File: config.mk
export PLATFORM = sky130hd
export DESIGN_NAME = fetch_unit
export DESIGN_NICKNAME = d
export VERILOG_FILES = /design/src/rv_fetch_pkg.sv /design/src/fetch_unit.sv /design/src/next_pc_predictor.sv
export SDC_FILE = /design/constraint.sdc
export NUM_CORES = 1
export LEC_CHECK = 0
export ABC_AREA = 0
export BUFFER_PORTS_ARGS = -buffer_cell sky130_fd_sc_hd__buf_4
export CORE_ASPECT_RATIO = 0.8
export CORE_MARGIN = 1.5
export CORE_UTILIZATION = 30
export CTS_CLUSTER_SIZE = 10
export DETAILED_ROUTE_END_ITERATION = 12
export PLACE_DENSITY = 0.54
export SLEW_MARGIN = 5
export SYNTH_ARGS = -nofsm -noshare
export SYNTH_HDL_FRONTEND = slang
export SYNTH_SLANG_ARGS = --single-unit
File: constraint.sdc
create_clock -name clk -period 11.7 [get_ports clk]
set_clock_uncertainty 0.05 [all_clocks]
set_input_delay 3.51 -clock clk [delete_from_list [all_inputs] [get_ports clk]]
set_output_delay 3.51 -clock clk [all_outputs]
set_load 0.02 [all_outputs]
File: src/rv_fetch_pkg.sv
package rv_fetch_pkg;

    // ======================================================================
    // Datapath widths
    // ======================================================================
    typedef logic [31:0] xlen_t;   // Addresses and PCs
    typedef logic [31:0] inst_t;   // One instruction word
    typedef logic [6:0]  opcode_t;

    localparam xlen_t INST_BYTES = 32'd4;
    localparam xlen_t RESET_PC   = 32'h0000_0000;

    // Control-transfer opcodes seen by the predictor
    localparam opcode_t OPC_JAL  = 7'b1101111;
    localparam opcode_t OPC_JALR = 7'b1100111;

    // ======================================================================
    // Instruction memory sizing
    // ======================================================================
    localparam int IMEM_AW      = 8;              // Word address width
    localparam int IMEM_WORDS   = 2 ** IMEM_AW;   // 256 words
    localparam int IMEM_LATENCY = 2;              // Read latency in cycles

    typedef logic [IMEM_AW-1:0] imem_addr_t;

    // ======================================================================
    // Fetch request state
    // ======================================================================
    typedef enum logic [1:0] {
        FS_IDLE = 2'd0,   // Free to issue a request
        FS_WAIT = 2'd1,   // One request outstanding
        FS_HALT = 2'd2    // Stopped behind a JALR
    } fetch_state_t;

endpackage

File: src/fetch_unit.sv
`timescale 1ns/1ps

module fetch_unit (
    input  logic                clk,
    input  logic                rst_n,
    input  logic                mem_valid,
    input  rv_fetch_pkg::inst_t mem_data,
    input  logic                branch_taken,
    input  rv_fetch_pkg::xlen_t branch_pc,
    input  logic                jalr_ready,
    input  rv_fetch_pkg::xlen_t jalr_addr,
    input  logic                lsb_full,
    input  logic                iq_full,
    output logic                mem_req,
    output rv_fetch_pkg::xlen_t mem_addr,
    output logic                inst_valid,
    output rv_fetch_pkg::inst_t inst,
    output rv_fetch_pkg::xlen_t inst_pc
);

    rv_fetch_pkg::fetch_state_t state;
    rv_fetch_pkg::xlen_t        fetch_pc;     // Address of the next request
    rv_fetch_pkg::xlen_t        req_pc;       // Address of the outstanding request
    logic                       drop;         // Outstanding response is stale
    logic                       fetch_en;     // Low for one cycle after reset
    logic                       redirect;
    rv_fetch_pkg::xlen_t        redirect_pc;
    logic                       accept;
    rv_fetch_pkg::xlen_t        pred_pc;
    logic                       pred_halt;

    // ======================================================================
    // Redirect select and request strobe
    // ======================================================================
    assign redirect    = jalr_ready | branch_taken;
    assign redirect_pc = jalr_ready ? jalr_addr : branch_pc; // JALR has priority

    // No request in a redirect cycle, the new PC lands at the clock edge
    assign mem_req = fetch_en
                  && (state == rv_fetch_pkg::FS_IDLE)
                  && !lsb_full
                  && !iq_full
                  && !redirect;
    assign mem_addr = fetch_pc;

    // Response is kept unless an older or a same-cycle redirect made it stale
    assign accept = (state == rv_fetch_pkg::FS_WAIT) && mem_valid && !drop && !redirect;

    next_pc_predictor u_pred (
        .inst      (mem_data),
        .pc        (req_pc),
        .pred_pc   (pred_pc),
        .pred_halt (pred_halt)
    );

    // ======================================================================
    // Request FSM and fetch PC
    // ======================================================================
    always_ff @(posedge clk) begin
        if (!rst_n) begin
            state      <= rv_fetch_pkg::FS_IDLE;
            fetch_pc   <= rv_fetch_pkg::RESET_PC;
            drop       <= 1'b0;
            fetch_en   <= 1'b0;
            inst_valid <= 1'b0;
        end else begin
            fetch_en   <= 1'b1;
            inst_valid <= accept;

            case (state)
                rv_fetch_pkg::FS_IDLE: begin
                    if (mem_req) begin
                        state <= rv_fetch_pkg::FS_WAIT;
                    end
                end
                rv_fetch_pkg::FS_WAIT: begin
                    if (mem_valid) begin
                        drop <= 1'b0;
                        if (accept && pred_halt) begin
                            state <= rv_fetch_pkg::FS_HALT;
                        end else begin
                            state <= rv_fetch_pkg::FS_IDLE;
                        end
                    end else if (redirect) begin
                        drop <= 1'b1; // Response still on its way
                    end
                end
                rv_fetch_pkg::FS_HALT: begin
                    if (redirect) begin
                        state <= rv_fetch_pkg::FS_IDLE;
                    end
                end
                default: begin
                    state <= rv_fetch_pkg::FS_IDLE;
                end
            endcase

            if (redirect) begin
                fetch_pc <= redirect_pc;
            end else if (accept) begin
                fetch_pc <= pred_pc;
            end
        end
    end

    // ======================================================================
    // Request address and instruction output
    // ======================================================================
    always_ff @(posedge clk) begin
        if (mem_req) begin
            req_pc <= fetch_pc;
        end
        if (accept) begin
            inst    <= mem_data;
            inst_pc <= req_pc;
        end
    end

endmodule

File: src/next_pc_predictor.sv
`timescale 1ns/1ps

module next_pc_predictor (
    input  rv_fetch_pkg::inst_t inst,
    input  rv_fetch_pkg::xlen_t pc,
    output rv_fetch_pkg::xlen_t pred_pc,
    output logic                pred_halt
);

    rv_fetch_pkg::opcode_t opcode;
    rv_fetch_pkg::xlen_t   j_imm;
    rv_fetch_pkg::xlen_t   seq_pc;
    rv_fetch_pkg::xlen_t   jal_pc;

    assign opcode = inst[6:0];

    // J-type immediate, reassembled from inst[31:12] and sign extended
    assign j_imm = {
        {12{inst[31]}},
        inst[19:12],
        inst[20],
        inst[30:21],
        1'b0
    };

    assign seq_pc = pc + rv_fetch_pkg::INST_BYTES;
    assign jal_pc = pc + j_imm;

    always_comb begin
        pred_pc   = seq_pc;
        pred_halt = 1'b0;
        case (opcode)
            rv_fetch_pkg::OPC_JAL: begin
                pred_pc = jal_pc;
            end
            rv_fetch_pkg::OPC_JALR: begin
                // Target depends on a register, wait for execute
                pred_halt = 1'b1;
            end
            default: begin
                pred_pc = seq_pc; // Branches predicted not taken
            end
        endcase
    end

endmodule

==> metrics.md <==
| Metric | Value |
|---|---|
| Initial antenna violation count | `0` |
| Total wire length | `~24 mm` |
| Clock Tree Buf Depth | `2` |
| Crit path top cell by count | `buf_4` |
| Static Leak | `3.79 nW` |
| Syn Inst Count | `662` |
| Hold Crit Class | `flop to flop` |
| RSZ-0062 raised after global routing | `false` |
| Via count | `roughly 6100` |
| Clock Pin Slew Worst Setup and Hold Paths | `0.06 ns` |
| Design area | `9450 µm²` |
| Setup crit start kind | `primary input` |
| Most common cell after layout, fill and taps aside | `buf_4` |
| DRC viols | `0` |
| Synth cell types | `between 60 and 70` |
| Seq/Total Area, Yosys | `51.7%` |
| Final Total Pwr | `0.00122 W` |
| Port buffer count | `200` |
| Tmin final | `8.58 ns` |
| H-tree levels | `4` |
| CP Buf/Inv Count | `3` |
| Critical Path AT | `5.02 ns` |
| Clk sinks | `133` |
| GPL Wtd Cong | `0.872` |
| Mapped Area | `7000 µm²` |
| Die area | `24300 µm²` |
| Synth-to-Final Area Change | `34.9%` |
| Largest cells by area after synthesis | `edfxtp_1, dfxtp_1, ha_1` |
| Crit Path Class | `primary input to output port` |
| CP max FO | `29` |
| CP cell instances | `buf_4, inv_2, nand2_1, nor3_2, buf_4` |
| Root Driver | `clkbuf_16` |
| CP endpoint kind | `output port` |
| Routed Antenna Nets | `0` |
| Top-area cell type share of the netlist area | `approximately two fifths` |
| Worst skew pair latency | `approximately 0.43 ns` |
| Via density per instance | `about 5.2` |
| Drt wl/cell | `20.2 µm` |
| I/O pin total | `around 200` |
| Max-slew violation count | `0` |
| Layout cells sized above 1 | `28.8%` |
| Setup TNS | `0 ns` |
| Synthesized net count | `approximately 800` |
| Fmax | `about 0.12 GHz` |
| Worst slew margin | `29.0%` |
| Crit path largest cell delay | `0.41 ns` |
| Post-DP Area | `8860 µm²` |
| Synth warnings | `0` |
| Initial Utilization | `30.9%` |
| Core area | `22700 µm²` |
| Gr usage total | `around 20%` |
| Synthesized area per cell | `10.6 µm²` |
| Chip Width | `174 µm` |
| Post-CTS sizing | `0` |
| Most frequent cells in the layout | `buf_4, edfxtp_1, nand2_1` |
| TritonCTS clock tree | `yes` |
| First-pass GRT wire length | `36.1 mm` |
| Cts bufs inserted | `17` |
| Overflow after GRT | `0` |
| Setup violations, final | `0` |
| Crit share post-route | `73.4%` |
| Worst-Margin Slew | `1.06 ns` |
| Vias in the first global route | `6069` |
| Seq cells post-synth | `approximately 130` |
| Worst path slowest cell | `inv_2` |
| N_diodes | `0` |
| Top_reg_cell synth | `edfxtp_1` |
| WP data required | `8.14 ns` |
| Row count | `49` |
| Postcts setup bufs | `0` |
| Detailed Routing Iterations Pass 1 | `5` |
| Largest area contributor in the netlist | `edfxtp_1` |
| Status | `finished, final reports clean` |
| Asr flop ratio synth | `0%` |
| EDFF count, synth | `96` |
| Largest net degree at the start of global routing | `67` |
| Net count, final | `999` |
| Initial DRC Count | `403` |
| Final hold slack | `approximately 0.4 ns` |
| Die height | `140 µm` |
| Hold Buf Count CTS | `0` |
| Max_cap viols | `0` |
| Power Dens Cells | `129 nW/µm²` |
| VDD IR-drop max | `0.0855 mV` |
| Post-DP HPWL | `between 15 and 20 mm` |
| Final Hold Fails | `0` |
| Crit-path leading delay family | `buffers and inverters` |
==> per-layer routing <==
layer	vias up	routed length, µm	GRT usage (%)
met1	2898	11700	28.5
met4	0	518	7.26
met5	-	0	0
met2	263	10000	29.0
met3	31	1740	4.97
li1	2936	-	-
==> where the power goes <==
group / switching [W] / internal, W
sequential: 0.0000101 / 0.000515
clock: 0.000212 / 0.000333
combinational: 0.0000811 / 0.0000671
==> state kept, by name, indices dropped and copies added (netlist names) <==
register,cells
state,2
mem_addr,32
inst_valid,1
req_pc,32
inst,32
inst_pc,32
fetch_en,1
drop,1
==> cell families after synthesis <==
group	synth area share, %
AND/OR/NAND/NOR	14.5
AO/OA/AOI/OAI	18.8
flip-flops	51.7
XOR/XNOR	5.88
buffers and inverters	2.09
adder cells (fa/ha/maj)	5.82
multiplexers	1.14
==> cell type report <==
type | instances | area, µm²
clock buffer | 18 | 429
clock inverter | 14 | 159
fill | 2315 | 13200
inverter | 13 | 48.8
multi-input combinational | 492 | 3250
sequential | 133 | 3620
tap | 306 | 383
timing repair buffer | 207 | 1550
==> synth_stat cells, types with 3 or more instances <==
cell type,instances
a211oi_1,8
a21oi_1,50
o21ai_0,47
o21bai_1,4
o211ai_1,5
nor2_1,50
xnor2_1,27
o21a_1,4
or3_1,6
a32o_1,3
a21o_1,18
nor2b_1,7
edfxtp_1,96
o22ai_1,11
clkbuf_1,23
nand4_1,13
ha_1,31
and2_1,5
dfxtp_1,37
mux2i_1,8
a221oi_1,4
and3_1,10
a31oi_1,7
nor3_1,10
nand3b_1,4
inv_1,11
nor3b_1,3
a311oi_1,3
o221ai_1,13
nand3_1,22
xor2_1,20
nor4_1,4
nand2_1,60
==> stage by stage <==
stage          worst slack [ns]  utilization [%]  cells
2_1_floorplan              1.36                -    662
6_report                   3.12             41.7   1183
3_3_place_gp               3.10             39.1   1151
4_1_cts                    3.08             41.7   1183
3_5_place_dp               3.08             39.1   1151
5_1_grt                    2.94             41.7   1183
==> final timing paths <==
check	cells past startpoint	start	to	slack, ns
worst max-delay path	5	jalr_ready	mem_req	3.12
worst min-delay path	0	req_pc[0]	inst_pc[0]	0.40
worst max register to register	12	req_pc[1]	mem_addr[27]	8.17
worst min register to register	0	req_pc[0]	inst_pc[0]	0.40
Note: power is estimated with default switching activity, not from simulation.
